<file path="config.mk">
export PLATFORM = sky130hd
export DESIGN_NAME = move_sequencer
export DESIGN_NICKNAME = d
export VERILOG_FILES = /design/src/logic/chess_board_pkg.sv /design/src/logic/move_gen_pkg.sv /design/src/logic/move_sequencer.sv
export SDC_FILE = /design/constraint.sdc
export NUM_CORES = 1
export LEC_CHECK = 0
export BUFFER_PORTS_ARGS = -buffer_cell sky130_fd_sc_hd__buf_2
export CORE_AREA = 2 2 218 220
export DETAILED_ROUTE_END_ITERATION = 7
export DIE_AREA = 0 0 220 222
export PLACE_DENSITY = 0.64
export SLEW_MARGIN = 25
export SYNTH_ARGS = -nofsm -noshare
export SYNTH_HDL_FRONTEND = slang
export SYNTH_SLANG_ARGS = --single-unit
export TNS_END_PERCENT = 1
</file>
<file path="constraint.sdc">
create_clock -name clk -period 10.3 [get_ports clk]
set_clock_uncertainty 0.2 [all_clocks]
set_input_delay 2.06 -clock clk [delete_from_list [all_inputs] [get_ports clk]]
set_output_delay 2.06 -clock clk [all_outputs]
set_load 0.005 [all_outputs]
</file>
<file path="src/logic/chess_board_pkg.sv">
`default_nettype none

package chess_board_pkg;

   // bit 3 is colour, bits 2..0 are the kind
   typedef logic [3:0] piece_t;
   typedef logic [2:0] kind_t;

   localparam piece_t PIECE_EMPTY = 4'd0;
   localparam piece_t PIECE_PAWN  = 4'd1;
   localparam piece_t PIECE_KNIT  = 4'd2;
   localparam piece_t PIECE_BISH  = 4'd3;
   localparam piece_t PIECE_ROOK  = 4'd4;
   localparam piece_t PIECE_QUEN  = 4'd5;
   localparam piece_t PIECE_KING  = 4'd6;

   localparam int BLACK_BIT = 3;

   typedef piece_t [63:0] board_t;    // square = row * 8 + col, row 0 is white home

   // signed so that steps off the edge show up as out of range
   typedef logic signed [4:0] coord_t;

   function automatic kind_t piece_kind(input piece_t p);
      return p[BLACK_BIT-1:0];
   endfunction

   function automatic logic is_black(input piece_t p);
      return p[BLACK_BIT];
   endfunction

   function automatic logic [5:0] square_index(input coord_t row, input coord_t col);
      return {row[2:0], col[2:0]};
   endfunction

   function automatic logic on_board(input coord_t row, input coord_t col);
      return row[4:3] == 2'b00 && col[4:3] == 2'b00;    // 0..7 on both axes
   endfunction

endpackage

`default_nettype wire

</file>
<file path="src/logic/move_gen_pkg.sv">
`default_nettype none

package move_gen_pkg;
   import chess_board_pkg::*;

   typedef struct packed {
      board_t board;
      logic   capture;
      logic   white_to_move;
   } position_t;

   // classes of the target square
   localparam logic [1:0] TGT_OFF   = 2'd0;
   localparam logic [1:0] TGT_EMPTY = 2'd1;
   localparam logic [1:0] TGT_OWN   = 2'd2;
   localparam logic [1:0] TGT_ENEMY = 2'd3;

   // rows of the direction tables
   localparam logic [1:0] CLASS_QUEEN_KING = 2'd0;
   localparam logic [1:0] CLASS_ROOK       = 2'd1;
   localparam logic [1:0] CLASS_BISHOP     = 2'd2;
   localparam logic [1:0] CLASS_KNIGHT     = 2'd3;

   typedef logic signed [2:0] offset_t;

   localparam offset_t DIR_ROW [4][8] = '{
      '{-3'sd1, -3'sd1, -3'sd1,  3'sd0,  3'sd0,  3'sd1,  3'sd1,  3'sd1},  // queen, king
      '{ 3'sd0,  3'sd0,  3'sd1, -3'sd1,  3'sd0,  3'sd0,  3'sd0,  3'sd0},  // rook
      '{ 3'sd1,  3'sd1, -3'sd1, -3'sd1,  3'sd0,  3'sd0,  3'sd0,  3'sd0},  // bishop
      '{-3'sd2, -3'sd1,  3'sd1,  3'sd2,  3'sd2,  3'sd1, -3'sd1, -3'sd2}   // knight
   };

   localparam offset_t DIR_COL [4][8] = '{
      '{-3'sd1,  3'sd0,  3'sd1, -3'sd1,  3'sd1, -3'sd1,  3'sd0,  3'sd1},
      '{ 3'sd1, -3'sd1,  3'sd0,  3'sd0,  3'sd0,  3'sd0,  3'sd0,  3'sd0},
      '{ 3'sd1, -3'sd1,  3'sd1, -3'sd1,  3'sd0,  3'sd0,  3'sd0,  3'sd0},
      '{-3'sd1, -3'sd2, -3'sd2, -3'sd1,  3'sd1,  3'sd2,  3'sd2,  3'sd1}
   };

   localparam logic [3:0] DIR_COUNT [4] = '{4'd8, 4'd4, 4'd4, 4'd8};

   function automatic logic [1:0] piece_class(input kind_t kind);
      if (kind == PIECE_KNIT[2:0])
         return CLASS_KNIGHT;
      else if (kind == PIECE_ROOK[2:0])
         return CLASS_ROOK;
      else if (kind == PIECE_BISH[2:0])
         return CLASS_BISHOP;
      else
         return CLASS_QUEEN_KING;    // queen and king share offsets
   endfunction

   function automatic logic is_slider(input kind_t kind);
      return kind == PIECE_QUEN[2:0] || kind == PIECE_ROOK[2:0] || kind == PIECE_BISH[2:0];
   endfunction

endpackage

`default_nettype wire

</file>
<file path="src/logic/move_sequencer.sv">
`timescale 1ns/1ps
`default_nettype none

module move_sequencer
   import chess_board_pkg::*, move_gen_pkg::*;
#(
   parameter int MAX_MOVES = 256,
   localparam int COUNT_W = $clog2(MAX_MOVES + 1)
)
(
   input  logic               clk,
   input  logic               reset,
   input  logic               board_valid,
   input  logic               white_to_move_in,
   input  logic               clear_moves,
   input  board_t             board_in,
   input  logic [1:0]         target_class,
   input  logic [COUNT_W-1:0] write_count,
   output board_t             board,
   output coord_t             origin_row,
   output coord_t             origin_col,
   output coord_t             target_row,
   output coord_t             target_col,
   output piece_t             piece,
   output logic               white_to_move,
   output logic               wr,
   output logic               wr_clear,
   output logic               moves_ready
);

   typedef enum logic [1:0] {S_IDLE, S_SQUARE, S_MOVE, S_DONE} state_t;

   state_t     state;
   logic [2:0] dir_index;
   logic [2:0] next_dir;
   piece_t     square;
   kind_t      square_kind;
   logic [1:0] square_class;
   logic [1:0] move_class;
   logic       movable;
   logic       last_square;
   logic       last_dir;
   logic       continue_ray;
   logic       store_full;
   coord_t     next_row;
   coord_t     next_col;

   assign square       = board[square_index(origin_row, origin_col)];
   assign square_kind  = piece_kind(square);
   assign square_class = piece_class(square_kind);
   assign move_class   = piece_class(piece_kind(piece));

   // own knight, king or slider; pawns only block
   assign movable = square_kind != PIECE_EMPTY[2:0] &&
                    is_black(square) == !white_to_move &&
                    (is_slider(square_kind) ||
                     square_kind == PIECE_KNIT[2:0] ||
                     square_kind == PIECE_KING[2:0]);

   assign last_square  = origin_row == 5'sd7 && origin_col == 5'sd7;
   assign last_dir     = {1'b0, dir_index} == DIR_COUNT[move_class] - 4'd1;
   assign continue_ray = is_slider(piece_kind(piece)) && target_class == TGT_EMPTY;
   assign store_full   = write_count == COUNT_W'(MAX_MOVES);
   assign next_dir     = dir_index + 3'd1;

   // column runs fastest
   assign next_col = (origin_col == 5'sd7) ? 5'sd0 : origin_col + 5'sd1;
   assign next_row = (origin_col == 5'sd7) ? origin_row + 5'sd1 : origin_row;

   assign wr          = state == S_MOVE &&
                        (target_class == TGT_EMPTY || target_class == TGT_ENEMY);
   assign wr_clear    = state == S_IDLE;
   assign moves_ready = state == S_DONE;

   always_ff @(posedge clk)
   begin
      if (reset)
         state <= S_IDLE;
      else
      begin
         case (state)
            S_IDLE:
               if (board_valid)
                  state <= S_SQUARE;
            S_SQUARE:
               if (store_full)
                  state <= S_DONE;    // nothing more fits
               else if (movable)
                  state <= S_MOVE;
               else if (last_square)
                  state <= S_DONE;
            S_MOVE:
               if (!continue_ray && last_dir)
                  state <= last_square ? S_DONE : S_SQUARE;
            S_DONE:
               if (clear_moves)
                  state <= S_IDLE;
            default:
               state <= S_IDLE;
         endcase
      end
   end

   always_ff @(posedge clk)
   begin
      case (state)
         S_IDLE:
         begin
            if (board_valid)
            begin
               board         <= board_in;
               white_to_move <= white_to_move_in;
            end
            origin_row <= '0;
            origin_col <= '0;
         end
         S_SQUARE:
         begin
            piece      <= square;
            dir_index  <= '0;
            target_row <= origin_row + DIR_ROW[square_class][0];
            target_col <= origin_col + DIR_COL[square_class][0];
            if (!movable)
            begin
               origin_row <= next_row;
               origin_col <= next_col;
            end
         end
         S_MOVE:
         begin
            if (continue_ray)
            begin
               // one more step along the same ray
               target_row <= target_row + DIR_ROW[move_class][dir_index];
               target_col <= target_col + DIR_COL[move_class][dir_index];
            end
            else if (!last_dir)
            begin
               dir_index  <= next_dir;
               target_row <= origin_row + DIR_ROW[move_class][next_dir];
               target_col <= origin_col + DIR_COL[move_class][next_dir];
            end
            else
            begin
               origin_row <= next_row;
               origin_col <= next_col;
            end
         end
         default:
         begin
         end
      endcase
   end

endmodule

`default_nettype wire

</file>
======== Word level (Yosys, flattened, before mapping) ========
Cells that the tools add are included.
W data, S select, Z words.
cells by class
  $add $sub $neg .......................... 10
  $lt $le $gt $ge ......................... 5
  equal/unequal tests ..................... 28
  multiplexer cells ....................... 62
  bitwise logic cells ..................... 4
  reductions and logical operators ........ 24
operators by type and width
  kind                   number
  $bmux W24 S2           4
  $mux W24               8
  $mux W5                12
  $bmux W3 S3            4
  $add A5 B3 Y5          6
  $mux W3                10
  $pmux W5 S3            2
  $mux W2                13
  $bmux W4 S6            1
  $pmux W5 S2            2
  $eq A3 B3 Y1 const B   5
  $eq A3 B2 Y1 const B   4
  $mux W4                3
  $ne A2 B2 Y1 const B   6
  $add A5 B2 Y5 const B  2
  $eq A5 B4 Y1 const B   2
  $eq A9 B9 Y1 const B   1
  $bmux W4 S2            1
  $ge A4 B4 Y1 const B   2
  $not A3 Y4             2
  $pmux W2 S4            1
  $reduce_and A4 Y1      2
  $logic_or A1 B1 Y1     7
  $lt A6 B7 Y1 const B   1
  other kinds (19)       32
word-level totals
  flip-flop bits (word level) ............. 286
  bits of input ports ..................... 272
  output and inout bits ................... 284
  word-level logic and storage cells ...... 205

======== Depth between registers and ports, before layout ========
  word-level depth ........................ 15
  depth in mapped cells ................... 20
  mapped depth without buffers ............ 17

======== Least setup slack after synthesis ========
Ideal clock, no wire load.
  kind .................................... input-to-reg
  start point ............................. input board_valid
  end point ............................... register board[0] in the netlist's numbering, enable pin
  library setup time ...................... 649 ps
  arrival ................................. 7831 ps
  data required time ...................... 9451 ps
  path slack .............................. 1620 ps
  cell stages on the path ................. 1
  buffers on the path ..................... 0
  cell sequence ........................... and2_1
on the way
  cells in the longest elaborated chain, start to end .. 1
RTL lines
  item                         RTL line               source
  from (decl)                  move_sequencer.sv:13   input logic board_valid,
  $reduce_and A2 Y1 (no line)  n/a
  to (signal assigned)         move_sequencer.sv:111  board <= board_in;
  to (decl)                    move_sequencer.sv:19   output board_t board,
No other way between the ends.
A chain may end at the register's enable or synchronous reset.

======== Worst setup path after layout ========
  start point ............................. register origin_col[1]
  end point ............................... register target_row[4], data pin
on the way
  cells in the longest elaborated chain, start to end .. 12
  elaborated cells between the ends (all ways) .. 14
  those cells by class .................... add/sub: 1; eq/ne: 3; mux: 9; bitwise: 1
RTL lines
  item                                           RTL line               source
  from (decl)                                    move_sequencer.sv:21   output coord_t origin_col,
  from (signal assigned)                         move_sequencer.sv:126  origin_col <= next_col;
  from (signal assigned)                         move_sequencer.sv:146  origin_col <= next_col;
  $bmux W4 S6 *                                  move_sequencer.sv:48   assign square = board[square_index(origin_row, origin_col)];
  $mux W4 (implied by the code) *                move_sequencer.sv:48
  $eq A3 B2 Y1                                   move_gen_pkg.sv:47     else if (kind == PIECE_BISH[2:0])
  $mux W2                                        move_gen_pkg.sv:47
  $mux W2                                        move_gen_pkg.sv:45     else if (kind == PIECE_ROOK[2:0])
  $mux W2 *                                      move_gen_pkg.sv:43     if (kind == PIECE_KNIT[2:0])
  $not A2 Y3 (implied by the code) *             move_sequencer.sv:121  target_row <= origin_row + DIR_ROW[square_class][0];
  $bmux W24 S2 *                                 move_sequencer.sv:121
  $mux W24 (implied by the code) * (2 in a row)  move_sequencer.sv:121
  $add A5 B3 Y5 *                                move_sequencer.sv:121
  $pmux W5 S2 *                                  move_sequencer.sv:106  case (state)
  to (signal assigned)                           move_sequencer.sv:121
  to (signal assigned)                           move_sequencer.sv:134  target_row <= target_row + DIR_ROW[move_class][dir_index];
  to (signal assigned)                           move_sequencer.sv:140  target_row <= origin_row + DIR_ROW[move_class][next_dir];
  to (decl)                                      move_sequencer.sv:22   output coord_t target_row,
Every way passes the cells marked *; elsewhere a longest branch is shown, timed or not. The select of a mux whose other input is x is not followed.

==> metrics <==
Post-Syn Area 13000 µm²; Critical Path AT a little under 5 ns; average size of a mapped cell approximately 17 µm²; Slew @ Worst Pin about 1 ns; grt met3 use 4.83%; CP Max Fanout 55; # clock sinks roughly 290; worst-path cell chain buf_4 > mux4_2 > mux2i_1 > mux2i_1 > a21o_1 > or2_1 > mux2_2 > inv_1 > ha_1 > a21o_1 > a21oi_1 > xor2_1 > xnor2_1 > o21ai_1; post-synthesis register bit count 286; total vias in the final route between 9000 and 10000; I/O pin total 556; Worst Path Required around 10 ns; Worst setup SP type register; EDFF count, synth around 280; Crit Path Category reg -> reg; Main synth FF type edfxtp_1; Post-Syn Instances roughly 780; gpl congestion about 0.91; Peak VDD IR roughly 0.17 mV; Vias/cell 4.81; worst setup margin roughly 5.4 ns; global-route wire length before repair approximately 69000 µm; post-route ant nets 0; CP max stage delay between 0.6 and 0.7 ns; Tcrit/Tclk final between 40% and 50%; Routed wire per std cell around 24 µm; power density cells around 320 nW/µm²; Synth area leaders edfxtp_1, mux4_2, ha_1, mux2i_1, mux4_1; Mapped Nets around 1100; Ys Warns 0; Top Usage Layer GRT met2; hold crit path type reg -> reg; ys async rst share 0%; core area ~46000 µm²; Starting Density 28.1%; number of global-route vias before repair about 10000; 1st-iter DRT viols just under 700; crit end category register; Total Routed Length just under 50000 µm; slowest stage cell, crit path buf_4; row count 79; die area roughly 49000 µm²; worst slack at placement between 5 and 6 ns; Max Cap Viol 0; GRT met2 Usage roughly 35%; CTS resizes 0; post-synth top area share between 60% and 70%; cell taking the most area after synthesis edfxtp_1; final core occ a little under two fifths; nets 1658; Final Hold Fails 0; clk buf depth 3; status completed; CTS clk-pin slew, worst paths 0.06 ns; placed cell area ~16000 µm²; Netlist cell types 69; WP buf/inv 2; Die Height around 220 µm; initial antenna violation count 14; GRT Overall Usage just under 20%; 1st-pass router iterations 5; HPWL Detailed approximately 38000 µm; RSZ-0062 raised after global routing no; hold buffer count at CTS 0; TritonCTS clock tree done; Die W between 200 and 250 µm; register area share after synthesis approximately 66%; family with the most delay on the worst path multiplexers; clk_lat worst skew between 0.5 and 0.6 ns; CTS Buf Count 34; Slew HR roughly a third; DRC viols 0; # Post-CTS Setup Buffers 0; Setup Total Neg Slack 0 ns; Max Freq between 0.2 and 0.25 GHz; GRT met1 Usage 23.4%; root buffer cell clkbuf_16; P&R area growth vs syn 34.5%; Buffers on Ports approximately 560; design area about 17000 µm²; Filler cells between 4000 and 5000; GR Overflow Total 0; P_leak 7.08 nW; final number of setup-violating endpoints 0; crit path time final roughly 5 ns; share of layout cells above drive strength 1 roughly 50%; largest net degree at the start of global routing 69; final hold slack approximately 0.37 ns; max-slew violations 0; H-Tree Depth 2
report_power, final:
group	switching [W]	internal, W
combinational	0.00144	0.00108
clock	0.000502	0.000651
sequential	0.000227	0.00170
total	0.00217	0.00343
worst paths after layout:
| path | from | end | slack [ns] | cells after the start |
|---|---|---|---|---|
| max | origin_col[1] | target_row[4] | 5.38 | 14 |
| min | state[0] | state[1] | 0.37 | 2 |
| max reg2reg | origin_col[1] | target_row[4] | 5.38 | 14 |
| min reg2reg | state[0] | state[1] | 0.37 | 2 |
cells in the mapped netlist, types with 4 or more instances:
| cell type | n |
|---|---|
| nand2_1 | 38 |
| ha_1 | 32 |
| fa_1 | 6 |
| buf_4 | 6 |
| o211ai_1 | 8 |
| inv_1 | 21 |
| mux4_2 | 49 |
| nand2b_1 | 14 |
| nor2b_1 | 11 |
| a211oi_1 | 4 |
| o31ai_1 | 4 |
| mux2i_1 | 22 |
| clkbuf_1 | 12 |
| nand3_1 | 7 |
| nor3_1 | 8 |
| mux4_1 | 8 |
| a21oi_1 | 31 |
| o22ai_1 | 10 |
| buf_2 | 11 |
| a21o_1 | 15 |
| and2_1 | 13 |
| nor2_1 | 24 |
| mux2_2 | 9 |
| edfxtp_1 | 284 |
| o21ai_0 | 17 |
| xor2_1 | 15 |
| a22oi_1 | 13 |
| xnor2_1 | 19 |
cell usage in the layout (no fill, tap or decap), drive strengths merged, types with 4 or more instances in the layout:
| cell | instances |
|---|---|
| a211oi | 6 |
| a21o | 15 |
| a21oi | 31 |
| a221oi | 4 |
| a22oi | 13 |
| and2 | 13 |
| buf | 570 |
| clkbuf | 39 |
| clkinv | 11 |
| clkinvlp | 6 |
| diode | 4 |
| edfxtp | 284 |
| fa | 6 |
| ha | 32 |
| inv | 24 |
| mux2 | 9 |
| mux2i | 22 |
| mux4 | 57 |
| nand2 | 38 |
| nand2b | 14 |
| nand3 | 7 |
| nor2 | 24 |
| nor2b | 11 |
| nor3 | 9 |
| o211ai | 8 |
| o21ai | 18 |
| o22ai | 10 |
| o31ai | 4 |
| xnor2 | 19 |
| xor2 | 15 |
sequential cells by signal (all words and copies together), names as in the netlist:
| name | cells |
|---|---|
| white_to_move | 1 |
| target_row | 5 |
| dir_index | 3 |
| board | 256 |
| piece | 4 |
| origin_col | 5 |
| state | 2 |
| target_col | 5 |
| origin_row | 5 |
area by class of cell:
| cell class | instances | area, µm² | area share, % |
|---|---|---|---|
| diodes | 4 | 10.0 | 0.0573 |
| clock buffers | 39 | 891 | 5.10 |
| clock inverters | 19 | 150 | 0.859 |
| inverters | 23 | 86.3 | 0.494 |
| multi-input cells | 433 | 4120 | 23.6 |
| flip-flops and latches | 286 | 8570 | 49.0 |
| well taps | 607 | 759 | 4.35 |
| repair buffers | 570 | 2890 | 16.5 |
layer usage:
layer / routed length (µm) / share of wire, %
met1: 18700 / 39
met2: 25400 / 52
met3: 3380 / 7.0
met4: 1050 / 2.2
met5: 0 / 0
cells by family after synthesis:
| kind of cell | count (synthesis) | synth area share, % |
|---|---|---|
| mux | 88 | 12.6 |
| compound gates | 135 | 7.26 |
| fa+ha+maj | 38 | 4.01 |
| xor+xnor | 34 | 2.29 |
| simple gates | 138 | 5.51 |
| buf+inv | 59 | 2.41 |
| flops | 286 | 65.9 |
stage by stage:
stage	power (W)	cells
floorplan	0.00362	778
global placement	0.00444	1919
detailed placement	0.00449	1919
CTS	0.00566	1977
global route	0.00597	1980
finish	0.00559	1981
worst register-to-register path, cell delays in order (launching register included):
cell	delay (ns)
edfxtp_1	0.57
buf_4	0.67
mux4_2	0.53
mux2i_1	0.33
mux2i_1	0.19
a21o_1	0.20
or2_1	0.31
mux2_2	0.38
inv_1	0.20
ha_1	0.30
a21o_1	0.19
a21oi_1	0.16
xor2_1	0.19
xnor2_1	0.14
o21ai_1	0.07
Note: power is estimated with default switching activity, not from simulation.
