`src/logic/chess_board_pkg.sv`:
```
`default_nettype none

package chess_board_pkg;

   // bit 3 is colour, bits 2..0 are the kind
   typedef logic [3:0] piece_t;
   typedef logic [2:0] kind_t;

   localparam piece_t PIECE_EMPTY = 4'd0;
   localparam piece_t PIECE_PAWN  = 4'd1;
   localparam piece_t PIECE_KNIT  = 4'd2;
   localparam piece_t PIECE_BISH  = 4'd3;
   localparam piece_t PIECE_ROOK  = 4'd4;
   localparam piece_t PIECE_QUEN  = 4'd5;
   localparam piece_t PIECE_KING  = 4'd6;

   localparam int BLACK_BIT = 3;

   typedef piece_t [63:0] board_t;    // square = row * 8 + col, row 0 is white home

   // signed so that steps off the edge show up as out of range
   typedef logic signed [4:0] coord_t;

   function automatic kind_t piece_kind(input piece_t p);
      return p[BLACK_BIT-1:0];
   endfunction

   function automatic logic is_black(input piece_t p);
      return p[BLACK_BIT];
   endfunction

   function automatic logic [5:0] square_index(input coord_t row, input coord_t col);
      return {row[2:0], col[2:0]};
   endfunction

   function automatic logic on_board(input coord_t row, input coord_t col);
      return row[4:3] == 2'b00 && col[4:3] == 2'b00;    // 0..7 on both axes
   endfunction

endpackage

`default_nettype wire

```
`src/logic/move_gen_pkg.sv`:
```
`default_nettype none

package move_gen_pkg;
   import chess_board_pkg::*;

   typedef struct packed {
      board_t board;
      logic   capture;
      logic   white_to_move;
   } position_t;

   // classes of the target square
   localparam logic [1:0] TGT_OFF   = 2'd0;
   localparam logic [1:0] TGT_EMPTY = 2'd1;
   localparam logic [1:0] TGT_OWN   = 2'd2;
   localparam logic [1:0] TGT_ENEMY = 2'd3;

   // rows of the direction tables
   localparam logic [1:0] CLASS_QUEEN_KING = 2'd0;
   localparam logic [1:0] CLASS_ROOK       = 2'd1;
   localparam logic [1:0] CLASS_BISHOP     = 2'd2;
   localparam logic [1:0] CLASS_KNIGHT     = 2'd3;

   typedef logic signed [2:0] offset_t;

   localparam offset_t DIR_ROW [4][8] = '{
      '{-3'sd1, -3'sd1, -3'sd1,  3'sd0,  3'sd0,  3'sd1,  3'sd1,  3'sd1},  // queen, king
      '{ 3'sd0,  3'sd0,  3'sd1, -3'sd1,  3'sd0,  3'sd0,  3'sd0,  3'sd0},  // rook
      '{ 3'sd1,  3'sd1, -3'sd1, -3'sd1,  3'sd0,  3'sd0,  3'sd0,  3'sd0},  // bishop
      '{-3'sd2, -3'sd1,  3'sd1,  3'sd2,  3'sd2,  3'sd1, -3'sd1, -3'sd2}   // knight
   };

   localparam offset_t DIR_COL [4][8] = '{
      '{-3'sd1,  3'sd0,  3'sd1, -3'sd1,  3'sd1, -3'sd1,  3'sd0,  3'sd1},
      '{ 3'sd1, -3'sd1,  3'sd0,  3'sd0,  3'sd0,  3'sd0,  3'sd0,  3'sd0},
      '{ 3'sd1, -3'sd1,  3'sd1, -3'sd1,  3'sd0,  3'sd0,  3'sd0,  3'sd0},
      '{-3'sd1, -3'sd2, -3'sd2, -3'sd1,  3'sd1,  3'sd2,  3'sd2,  3'sd1}
   };

   localparam logic [3:0] DIR_COUNT [4] = '{4'd8, 4'd4, 4'd4, 4'd8};

   function automatic logic [1:0] piece_class(input kind_t kind);
      if (kind == PIECE_KNIT[2:0])
         return CLASS_KNIGHT;
      else if (kind == PIECE_ROOK[2:0])
         return CLASS_ROOK;
      else if (kind == PIECE_BISH[2:0])
         return CLASS_BISHOP;
      else
         return CLASS_QUEEN_KING;    // queen and king share offsets
   endfunction

   function automatic logic is_slider(input kind_t kind);
      return kind == PIECE_QUEN[2:0] || kind == PIECE_ROOK[2:0] || kind == PIECE_BISH[2:0];
   endfunction

endpackage

`default_nettype wire

```
`src/logic/move_apply.sv`:
```
`timescale 1ns/1ps
`default_nettype none

module move_apply
   import chess_board_pkg::*, move_gen_pkg::*;
(
   input  board_t     board,
   input  coord_t     origin_row,
   input  coord_t     origin_col,
   input  coord_t     target_row,
   input  coord_t     target_col,
   input  piece_t     piece,
   input  logic       white_to_move,
   output logic [1:0] target_class,
   output position_t  position
);

   logic [5:0] origin_sq;
   logic [5:0] target_sq;
   piece_t     target_piece;

   assign origin_sq    = square_index(origin_row, origin_col);
   assign target_sq    = square_index(target_row, target_col);
   assign target_piece = board[target_sq];    // wraps when off board, class masks it

   always_comb
   begin
      if (!on_board(target_row, target_col))
         target_class = TGT_OFF;
      else if (piece_kind(target_piece) == PIECE_EMPTY[2:0])
         target_class = TGT_EMPTY;
      else if (is_black(target_piece) == !white_to_move)
         target_class = TGT_OWN;
      else
         target_class = TGT_ENEMY;
   end

   always_comb
   begin
      position.board            = board;
      position.board[origin_sq] = PIECE_EMPTY;
      position.board[target_sq] = piece;
      position.capture          = target_class == TGT_ENEMY;
      position.white_to_move    = !white_to_move;
   end

endmodule

`default_nettype wire

```
`config.mk`:
```
export PLATFORM = sky130hd
export DESIGN_NAME = move_apply
export DESIGN_NICKNAME = d
export VERILOG_FILES = /design/src/logic/chess_board_pkg.sv /design/src/logic/move_gen_pkg.sv /design/src/logic/move_apply.sv
export SDC_FILE = /design/constraint.sdc
export NUM_CORES = 1
export LEC_CHECK = 0
export BUFFER_PORTS_ARGS = -buffer_cell sky130_fd_sc_hd__buf_4
export CAP_MARGIN = 25
export CORE_AREA = 3 3 209 211
export DETAILED_ROUTE_END_ITERATION = 12
export DIE_AREA = 0 0 212 214
export PLACE_DENSITY_LB_ADDON = 0.15
export SETUP_SLACK_MARGIN = 0.1
export SLEW_MARGIN = 20
export SYNTH_ARGS = -nofsm -noshare
export SYNTH_HDL_FRONTEND = slang
export SYNTH_SLANG_ARGS = --single-unit
```
`constraint.sdc`:
```
create_clock -name vclk -period 4.6
set_input_delay 1.15 -clock vclk [all_inputs]
set_output_delay 1.15 -clock vclk [all_outputs]
set_load 0.02 [all_outputs]
```
Word-level counts from Yosys, hierarchy flattened

Index checks and enable logic that the tools add are counted.

Logic and storage cells: 25
Output and inout port bits: 260
Input bits: 281
Register bits after elaboration: 0

Mux-type cells: 10
Magnitude comparators: 4
Eq/ne operators: 2
Bitwise operators: 2
Reduce and logical (&&, ||, !) cells: 7

Operators with widths:

| cell                 | number |
|---|---|
| $and A256 B256 Y256  | 1 |
| $bwmux W256          | 1 |
| $not A256 Y256       | 1 |
| $demux W4 S6         | 2 |
| $bmux W4 S6          | 1 |
| $lt A6 B7 Y1 const B | 2 |
| $ge A6 B1 Y1 const B | 2 |
| $mux W4              | 3 |
| $logic_not A2 Y1     | 2 |
| $mux W2              | 2 |
| $logic_and A1 B1 Y1  | 3 |
| $logic_not A3 Y1     | 1 |
| $eq A2 B2 Y1 const B | 1 |
| $eq A1 B1 Y1         | 1 |
| $logic_not A1 Y1     | 1 |
| $mux W1              | 1 |

Depth between registers and ports, before layout

Gate-level depths: netlist of run 1.

Word-level depth: 7
Depth in mapped cells: 11

Worst setup path before layout of run 1

Ideal clock, no wire load.

Kind: input to output
From: input port target_col[0]
To: output port target_class[0]
Path slack: 0.357 ns
Arrival time: 3.093 ns
Cell stages on the path: 9
Path buffers: 2
Cells stage by stage: buf_6 > buf_2 > mux2_2 > a22oi_1 > a21oi_1 > a2111oi_0 > nor4bb_1 > nand4_1 > a21oi_1

Cells in the longest elaborated chain, start to end: 6
Elaborated cells on any way between the ends: 7
Classes of those cells: eq/ne: 1; mux: 5; reduce/logical: 1

RTL lines:

| what                            | line             | text |
|---|---|---|
| start, declared                 | move_apply.sv:11 | `input coord_t target_col,` |
| $bmux W4 S6 *                   | move_apply.sv:24 | `assign target_piece = board[target_sq];` |
| $mux W4 (not written as such) * | move_apply.sv:24 |  |
| $eq A1 B1 Y1                    | move_apply.sv:32 | `else if (is_black(target_piece) == !white_to_move)` |
| $mux W1                         | move_apply.sv:32 |  |
| $mux W2 *                       | move_apply.sv:30 | `else if (piece_kind(target_piece) == PIECE_EMPTY[2:0])` |
| $mux W2 *                       | move_apply.sv:28 | `if (!on_board(target_row, target_col))` |
| end, declared                   | move_apply.sv:14 | `output logic [1:0] target_class,` |

Mark *: on every way between the ends. The rest lies on a longest branch, timed or not. The select of a mux whose other input is x is not followed.

==> reports/qor.yml, run 1 <==
power_and_ir_drop:
  internal_power_w: 0.000606
  power.density_mw_per_mm2: 116
  power.total_w: 0.00132
  power_switching_w: 0.000710
  p_leak_nw: 5.82
  clkPwrFrac_pct: 0
  pwr-share-seq_pct: 0
  ir_drop_uv: 47.7
  combPwrFrac_pct: 100.0
  switching_share_pct: 53.9
routing:
  detail_route.wirelength_um: 57900
  drt_iter0_drc: 688
  via_count: 9845
  wl_met2_um: 28800
  postRouteAntennaNets: 0
  via_per_inst: 5.01
  wire_per_inst_um: 29.5
  met1_length_um: 24700
  met3WireLength_um: 3520
  dr.pass1.iters: 5
  top_layer: "met4"
  drc: 0
global_routing:
  antenna_found_initial: 1
  grt.overflow.total: 0
  grt_max_degree: 65
  grt.total_usage_pct: 23.8
  grt_pass1_vias: 10300
  grt_pass1_wl_um: 78500
critical_path:
  cp_data_required_time_ns: 3.45
  crit_chain: "buf_16, buf_12, mux2_4, a221o_1, a222oi_1, o22ai_2, nor4_4, xnor2_2, nor3b_2, buf_4"
  crit_slowest_cell: "a222oi_1"
  max_stage_delay_ns: 0.48
  critPathKind: "input pin to output pin"
  startpoint_type: "input pin"
  cp.arrival_ns: 3.48
  crit_fanout: 9
  worstSetupEndpointType: "output pin"
  cp_top_family: "compound AO/OA/AOI/OAI gates"
  worst-path-buf-inv: 3
run_status:
  violations: "setup timing"
  outcome: "finished with violations"
worst_hold_path:
  hold_end: "position[0]"
  whs_path_depth: 3
  hold_start: "white_to_move"
  hold_class: "input pin to output pin"
synthesis:
  synth_cell_type_count: 58
  synth_nets: 1095
  seq_area_frac_synth_pct: 0
  syn_avg_cell_area_um2: 6.71
  yosysTopAreaCell: "a22o_1"
  synth_top_area_share_pct: 41.4
  synth.area.top_cells: "a22o_1 41%, nor2_1 15%, a22oi_1 4.8%"
  syn_area_mm2: 0.00546
  yosys_warnings: 0
  yosysMostFrequentCell: "a22o_1"
  synth_commonest_cells: "258 x a22o_1, 213 x nor2_1, 49 x clkbuf_1"
  synth_cells: 814
sta:
  hold_violations: 0
  timing.fmax_ghz: 0.216
  setup_violations: 1
  fin_crit_ns: 4.63
  worstMarginPinSlew_ns: 0.991
  slew_headroom_pct: 33.9
  rsz0062_at_grt: "true"
  fin_crit_sh_pct: 101
  report.final.slew_viol_count: 0
  finalWorstSetupSlack_ns: -0.0264
layout:
  finalInstanceArea_mm2: 0.0114
  design.seq.count: 0
  seq_area_um2: 0
  area_delta_synth_final_pct: 108
  final_cells: 1965
  finish.utilization_pct: 27.1
  final_nets: 1708
  nFillCells: 4714
  drive_above_1_share_pct: 53.2
  nClkBuffers: 0
placement:
  place.gp.congestion: 0.846
  dp_cells: 1954
  post-dp-hpwl_um: 47900
  placed_area_mm2: 0.0110
  io_buffers: 537
floorplanning:
  rows: 75
  ios: 541
  core_area_mm2: 0.0419
  die_y_um: 214
  die_w_um: 212
  die_area_mm2: 0.0454
  start_util_pct: 13.0
clock_network:
  hold_buffers: 0
run:
  drv_cap: 0
[area by class of cell]
class,count,area (um2),area share [%]
Tap cell,539,674,5.93
Inverter,4,15.0,0.132
Multi-Input combinational cell,727,5270,46.3
Timing Repair Buffer,694,5420,47.7
Antenna cell,1,2.50,0.0220
[power by group through the flow]
stage	Sequential, W	Combinational (W)	Clock (W)
2_1_floorplan	0	0.000556	0
3_3_place_gp	0	0.00128	0
3_5_place_dp	0	0.00128	0
4_1_cts	0	0.00132	0
5_1_grt	0	0.00138	0
6_report	0	0.00132	0.0000000000129
[cells by family (layout without fill, tap and decap cells)]
group	Yosys count	after routing	synth area share (%)
AOI/OAI and AO/OA	373	373	56.6
other	0	1	0
xor gates and xnor gates	1	1	0.160
buffers and inverters	87	698	7.04
and+or+nand+nor	318	318	27.0
muxes	35	35	9.21
[through the flow]
step,worst slack (ns),hold WS [ns],TNS (ns)
2_1_floorplan,0.357,2.38,0
3_3_place_gp,-0.561,2.58,-1.62
3_5_place_dp,-0.575,2.59,-1.64
4_1_cts,-0.0559,2.59,-0.0559
5_1_grt,-0.172,2.61,-0.412
6_report,-0.0264,2.60,-0.0264
[what timing repair did]
action	4_1_cts	5_1_grt
endpoints found under the setup margin	7	18
pin swaps	8	2
setup buffers	7	0
resized for setup	40	10
cloned	3	0
[cell usage in the layout, fill, tap and decap left out, types with 4 or more instances in the layout]
| master | netlist | routed |
|---|---|---|
| a21oi_1 | 13 | 10 |
| a221o_1 | 4 | 4 |
| a221oi_1 | 8 | 8 |
| a22o_1 | 258 | 258 |
| a22oi_1 | 35 | 27 |
| a22oi_2 | 0 | 8 |
| a31oi_1 | 8 | 6 |
| and4_1 | 4 | 4 |
| buf_12 | 0 | 9 |
| buf_4 | 1 | 678 |
| inv_1 | 4 | 4 |
| mux2_2 | 7 | 6 |
| mux2i_1 | 15 | 15 |
| mux4_2 | 11 | 11 |
| nand2_1 | 22 | 22 |
| nand2b_1 | 9 | 9 |
| nand3b_1 | 10 | 10 |
| nor2_1 | 213 | 207 |
| nor2_4 | 0 | 4 |
| nor2b_1 | 10 | 8 |
| nor3_1 | 13 | 12 |
| o21ai_0 | 14 | 14 |
| o22ai_1 | 6 | 5 |
| or3_1 | 4 | 4 |
| or3b_2 | 7 | 7 |
[how the worst max path moves through the flow]
stage	slack, ns	startpoint	to	depth (start not counted)
2_1_floorplan	0.36	target_col[0]	target_class[0]	9
3_5_place_dp	-0.58	target_col[0]	position[1]	10
4_1_cts	-0.06	target_col[0]	position[1]	10
6_report	-0.03	target_col[0]	position[1]	10
3_3_place_gp	-0.56	target_col[0]	position[1]	10
5_1_grt	-0.17	target_col[0]	position[1]	10
[per-layer routing]
metal  GRT usage, %  vias to the layer above
met5              0                        -
met4           2.84                        0
met3           2.77                       31
met2           43.0                      439
met1           31.0                     4900
li1               -                     4475
[worst min-delay path: cells and delay by family]
kind | cells | cell delay [ns]
buffers and inverters | 3 | 0.29
No activity file was read; power rests on OpenSTA's default activity.
==> run 2, diff against run 1 <==
CORE_AREA = 3 3 211 213   (was 3 3 209 211)
DIE_AREA = 0 0 214 216   (was 0 0 212 214)
clock period = 4.2 ns   (was 4.6 ns; I/O delays follow)
==> run 2 against run 1 <==
- via count is 1.4% higher
- sequential share of layout area did not move
- routed wire length grew 0.63%
- the flow still finishes with violations (setup timing)
- first-iteration DRC count decreased by 4.9%
- setup slack worse by 0.23 ns
- die area up 1.9%
- sequential cell count is the same
- clock-buffer cell count did not move
- global-route usage shrank 0.27 points
- cell area rose by 2.4%
- cell count grew 3.4%
- total power up 11%
==> reports/qor.yml, run 2 (synthesized netlist as in run 1, its figures left out) <==
run_status:
  outcome: "finished with violations"
  violations: "setup timing"
sta:
  finalWorstSetupSlack_ns: -0.257  # -0.230 ns
  slew_headroom_pct: 59.2  # +25 points
  hold_violations: 0  # unchanged
  worstMarginPinSlew_ns: 0.611  # -0.380 ns
  tns_ns: -0.728  # -0.701 ns
  timing.fmax_ghz: 0.224
  hold-worst-slack_ns: 2.38  # -0.222 ns
  rsz0062_at_grt: "true"
  setup_violations: 3  # +2
  report.final.slew_viol_count: 0  # unchanged
  fin_crit_sh_pct: 106
  fin_crit_ns: 4.46
power_and_ir_drop:
  ir_drop_uv: 45.9  # -3.8%
  internal_power_w: 0.000676  # +12%
  switching_share_pct: 53.7  # -0.20 points
  power.density_mw_per_mm2: 125  # +8.5%
  pwr-share-seq_pct: 0  # unchanged
  clkPwrFrac_pct: 0  # unchanged
  power_switching_w: 0.000785  # +11%
  power.total_w: 0.00146  # +11%
  combPwrFrac_pct: 100.0  # about the same
  p_leak_nw: 5.94  # +2.1%
worst_hold_path:
  hold_class: "input pin to output pin"
  hold_end: "position[0]"
  hold_start: "white_to_move"
  whs_path_depth: 3  # unchanged
routing:
  drt_iter0_drc: 654  # -4.9%
  drc: 0  # unchanged
  dr.pass1.iters: 4  # -1
  wire_per_inst_um: 28.7  # -2.6%
  postRouteAntennaNets: 0  # unchanged
  via_count: 9985  # +1.4%
  via_per_inst: 4.92  # -1.9%
  detail_route.wirelength_um: 58300  # +0.63%
placement:
  post-dp-hpwl_um: 48900  # +2.2%
  placed_area_mm2: 0.0114  # +3.2%
  dp_cells: 2027  # +3.7%
  place.gp.congestion: 0.843  # -0.33%
  io_buffers: 537  # unchanged
global_routing:
  grt_pass1_vias: 10200  # -1.1%
  grt_max_degree: 34  # -48%
  grt.overflow.total: 0  # unchanged
  grt.total_usage_pct: 23.5  # -0.27 points
  antenna_found_initial: 0  # -1
  grt_pass1_wl_um: 79600  # +1.4%
floorplanning:
  start_util_pct: 12.7  # -0.29 points
  core_area_mm2: 0.0429  # +2.2%
  die_y_um: 216  # +0.93%
  ios: 541  # unchanged
  die_w_um: 214  # +0.94%
  rows: 76  # +1.3%
  die_area_mm2: 0.0462  # +1.9%
critical_path:
  crit_fanout: 8  # -1
  cp.arrival_ns: 3.41  # -0.07 ns
  cp_data_required_time_ns: 3.15  # -0.30 ns
  critPathKind: "input pin to output pin"
  worstSetupEndpointType: "output pin"
  startpoint_type: "input pin"
run:
  drv_cap: 0  # unchanged
layout:
  diodes: 0  # -1
  finalInstanceArea_mm2: 0.0117  # +2.4%
  area_delta_synth_final_pct: 114
  nClkBuffers: 0  # unchanged
  design.seq.count: 0  # unchanged
  final_cell_mix: "691 x buf_4, 258 x a22o_1, 209 x nor2_1"
  drive_above_1_share_pct: 53.9  # +0.75 points
  final_nets: 1729  # +1.2%
  final_common_cell: "buf_4"
  final_cells: 2031  # +3.4%
  seq_area_um2: 0  # unchanged
clock_network:
  hold_buffers: 0  # unchanged
[run 2: metrics by stage]
step	worst slack, ns	utilization (%)
after floorplan	0.157	-
after global placement	-0.692	26.5
after detailed placement	-0.663	26.5
after CTS	-0.349	27.0
after global routing	-0.297	27.2
final	-0.257	27.2
[run 2: cell type report]
class | instances | area [um2]
fill | 4843 | 31200
inverter | 4 | 15.0
tap | 585 | 732
timing repair buffer | 715 | 5650
multi-input combinational | 727 | 5260
[run 2: per-layer routing]
metal,global-route usage (%),vias to the layer above,wire [um],share of wire (%)
met5,0,-,0,0
li1,-,4516,-,-
met1,30.9,4966,25400,44
met2,42.2,461,28900,50
met4,3.06,0,943,1.6
met3,2.82,42,3030,5.2
[run 2: what timing repair did]
action / CTS / global route
endpoints found under the setup margin: 3 / 7
setup buffers: 3 / 0
gates resized for setup: 32 / 20
pin swaps: 11 / 12
cloned: 1 / 0
[run 2: worst max-delay path, stage by stage]
cell	delay, ns
buf_16	0.11
buf_12	0.12
buf_12	0.14
mux4_2	0.55
a2111oi_4	0.35
buf_4	0.17
o22a_1	0.23
nand4_1	0.26
nor3b_2	0.25
buf_4	0.15
[run 2: worst max-delay path by stage]
stage                             start               to  slack, ns
after floorplan           target_col[0]  target_class[0]       0.16
final                     target_col[0]      position[1]      -0.26
after detailed placement  target_col[0]      position[1]      -0.66
after global placement    target_col[0]      position[1]      -0.69
after global routing      target_col[0]      position[1]      -0.30
after CTS                 target_col[0]      position[1]      -0.35
[run 2: power by group through the flow]
stage	Clock, W	Sequential [W]	Combinational, W
floorplan	0	0	0.000609
global placement	0	0	0.00143
detailed placement	0	0	0.00143
CTS	0	0	0.00146
global route	0	0	0.00153
finish	0	0	0.00146
==> run 3, diff against run 2 <==
BUFFER_PORTS_ARGS = unset   (was -buffer_cell sky130_fd_sc_hd__buf_4)
CORE_AREA = 3 3 209 211   (was 3 3 211 213)
DIE_AREA = 0 0 212 214   (was 0 0 214 216)
DONT_BUFFER_PORTS = 1   (was unset)
==> run 3 against run 2 <==
- the run now ends clean
- via count shrank 22%
- non-clock buffer count shrank 636
- clock-buffer cell count is the same
- sequential cell count is the same
- maximum frequency grew 7.5%
- cell area shrank 44%
- setup slack gained 0.31 ns
- global-route usage shrank 1.7 points
- cell count shrank 34%
- critical path depth shrank 3
- combinational power shrank 47%
- hold slack lost 0.20 ns
- critical path type unchanged
- largest cell class is now multi-input combinational cells
- highest routed layer unchanged
==> reports/qor.yml, run 3 (synthesized netlist as in run 1, its figures left out) <==
global_routing:
  grt_max_degree: 91  # +170%
  grt-busiest-layer: "met2"
  grtUsageMet3_pct: 1.95  # -0.87 points
  grt_pass1_vias: 7900  # -23%
  grt.overflow.total: 0  # unchanged
  antenna_found_initial: 0  # unchanged
  grt.total_usage_pct: 21.8  # -1.7 points
  met2_usage_pct: 39.0  # -3.3 points
  use_met1_pct: 28.9  # -2.0 points
  grt_pass1_wl_um: 70100  # -12%
power_and_ir_drop:
  power.density_mw_per_mm2: 118  # -5.8%
  combPwrFrac_pct: 100.0  # about the same
  switching_share_pct: 65.2  # +11 points
  power.total_w: 0.000777  # -47%
  power_switching_w: 0.000506  # -36%
  internal_power_w: 0.000271  # -60%
  ir_drop_uv: 31.5  # -32%
  p_leak_nw: 2.77  # -53%
  clkPwrFrac_pct: 0  # unchanged
  pwr-share-seq_pct: 0  # unchanged
floorplanning:
  ios: 541  # unchanged
  core_area_mm2: 0.0419  # -2.2%
  start_util_pct: 13.0  # +0.29 points
  die_y_um: 214  # -0.93%
  die_area_mm2: 0.0454  # -1.9%
  die_w_um: 212  # -0.93%
  rows: 75  # -1.3%
sta:
  tns_ns: 0  # +0.728 ns
  fin_crit_ns: 4.15  # -0.310 ns
  fin_crit_sh_pct: 98.7  # -7.4 points
  setup_violations: 0  # -3
  hold_violations: 0  # unchanged
  slew_headroom_pct: 40.8  # -18 points
  worstMarginPinSlew_ns: 0.885  # +0.274 ns
  report.final.slew_viol_count: 0  # unchanged
  timing.fmax_ghz: 0.241  # +7.5%
  rsz0062_at_grt: "true"
routing:
  dr.pass1.iters: 4  # unchanged
  via_per_inst: 5.76  # +17%
  drt_iter0_drc: 642  # -1.8%
  wire_per_inst_um: 39.6  # +38%
  postRouteAntennaNets: 0  # unchanged
  drc: 0  # unchanged
  via_count: 7776  # -22%
  detail_route.wirelength_um: 53500  # -8.2%
worst_hold_path:
  hold_start: "white_to_move"
  hold_class: "input pin to output pin"
layout:
  nFillCells: 4899  # +1.2%
  drive_above_1_share_pct: 17.0  # -37 points
  final_cells: 1349  # -34%
  area_delta_synth_final_pct: 20.5
  final_cell_mix: "258 x a22o_1, 211 x nor2_1, 73 x buf_4"
  diodes: 0  # unchanged
  finalInstanceArea_mm2: 0.00658  # -44%
  final_nets: 1093  # -37%
  finish.utilization_pct: 15.7  # -11 points
  nClkBuffers: 0  # unchanged
  final_common_cell: "a22o_1"
  seq_area_um2: 0  # unchanged
  design.seq.count: 0  # unchanged
critical_path:
  cp_data_required_time_ns: 3.15  # about the same
  worstSetupEndpointType: "output pin"
  critPathKind: "input pin to output pin"
  crit_fanout: 90  # +82
  startpoint: "target_col[0]"
  cp.arrival_ns: 3.10  # -0.31 ns
  startpoint_type: "input pin"
placement:
  dp_cells: 1347  # -34%
  io_buffers: 0  # -100%
  place.gp.congestion: 0.827  # -1.9%
  post-dp-hpwl_um: 42800  # -12%
  placed_area_mm2: 0.00639  # -44%
run_status:
  outcome: "finished, final reports clean"
run:
  drv_cap: 0  # unchanged
## run 3: repair_timing
item / in CTS / in global routing
resized for setup: 28 / 11
pin swaps: 7 / 8
hold buffers: 0 / 0
endpoints found under the setup margin: 3 / 11
buffers inserted: 0 / 2
## run 3: area by class of cell
class | instances | area, um2 | share of cell area (%)
Tap cell | 539 | 674 | 10.3
Multi-Input combinational cell | 727 | 5240 | 79.6
Inverter | 4 | 15.0 | 0.228
Timing Repair Buffer | 79 | 651 | 9.89
## run 3: path summary, 6_finish.rpt
check	end	slack, ns	depth (start not counted)
hold / removal	position[0]	2.18	1
setup / recovery	position[1]	0.05	7
## run 3: power groups by stage
stage,combinational [W],sequential [W],clock (W)
2_1_floorplan,0.000609,0,0
3_3_place_gp,0.000765,0,0
5_1_grt,0.000812,0,0
4_1_cts,0.000777,0,0
3_5_place_dp,0.000762,0,0
6_report,0.000777,0,0
## run 3: stage by stage
| stage | worst slack [ns] | hold WS [ns] |
|---|---|---|
| 2_1_floorplan | 0.157 | 2.18 |
| 3_3_place_gp | -0.333 | 2.18 |
| 3_5_place_dp | -0.361 | 2.18 |
| 4_1_cts | 0.0804 | 2.18 |
| 5_1_grt | -0.0214 | 2.19 |
| 6_report | 0.0532 | 2.18 |
## run 3: layer usage
metal	vias to the layer above	routed length, um
met1	3993	23100
li1	3248	-
met4	0	1060
met2	489	26400
met5	-	0
met3	46	2920
## run 3: critical path, stage by stage
cell       delay, ns
mux4_2          0.59
a2111oi_2       0.43
buf_4           0.18
o22a_2          0.21
nand4_1         0.18
nor3b_2         0.20
buf_4           0.16
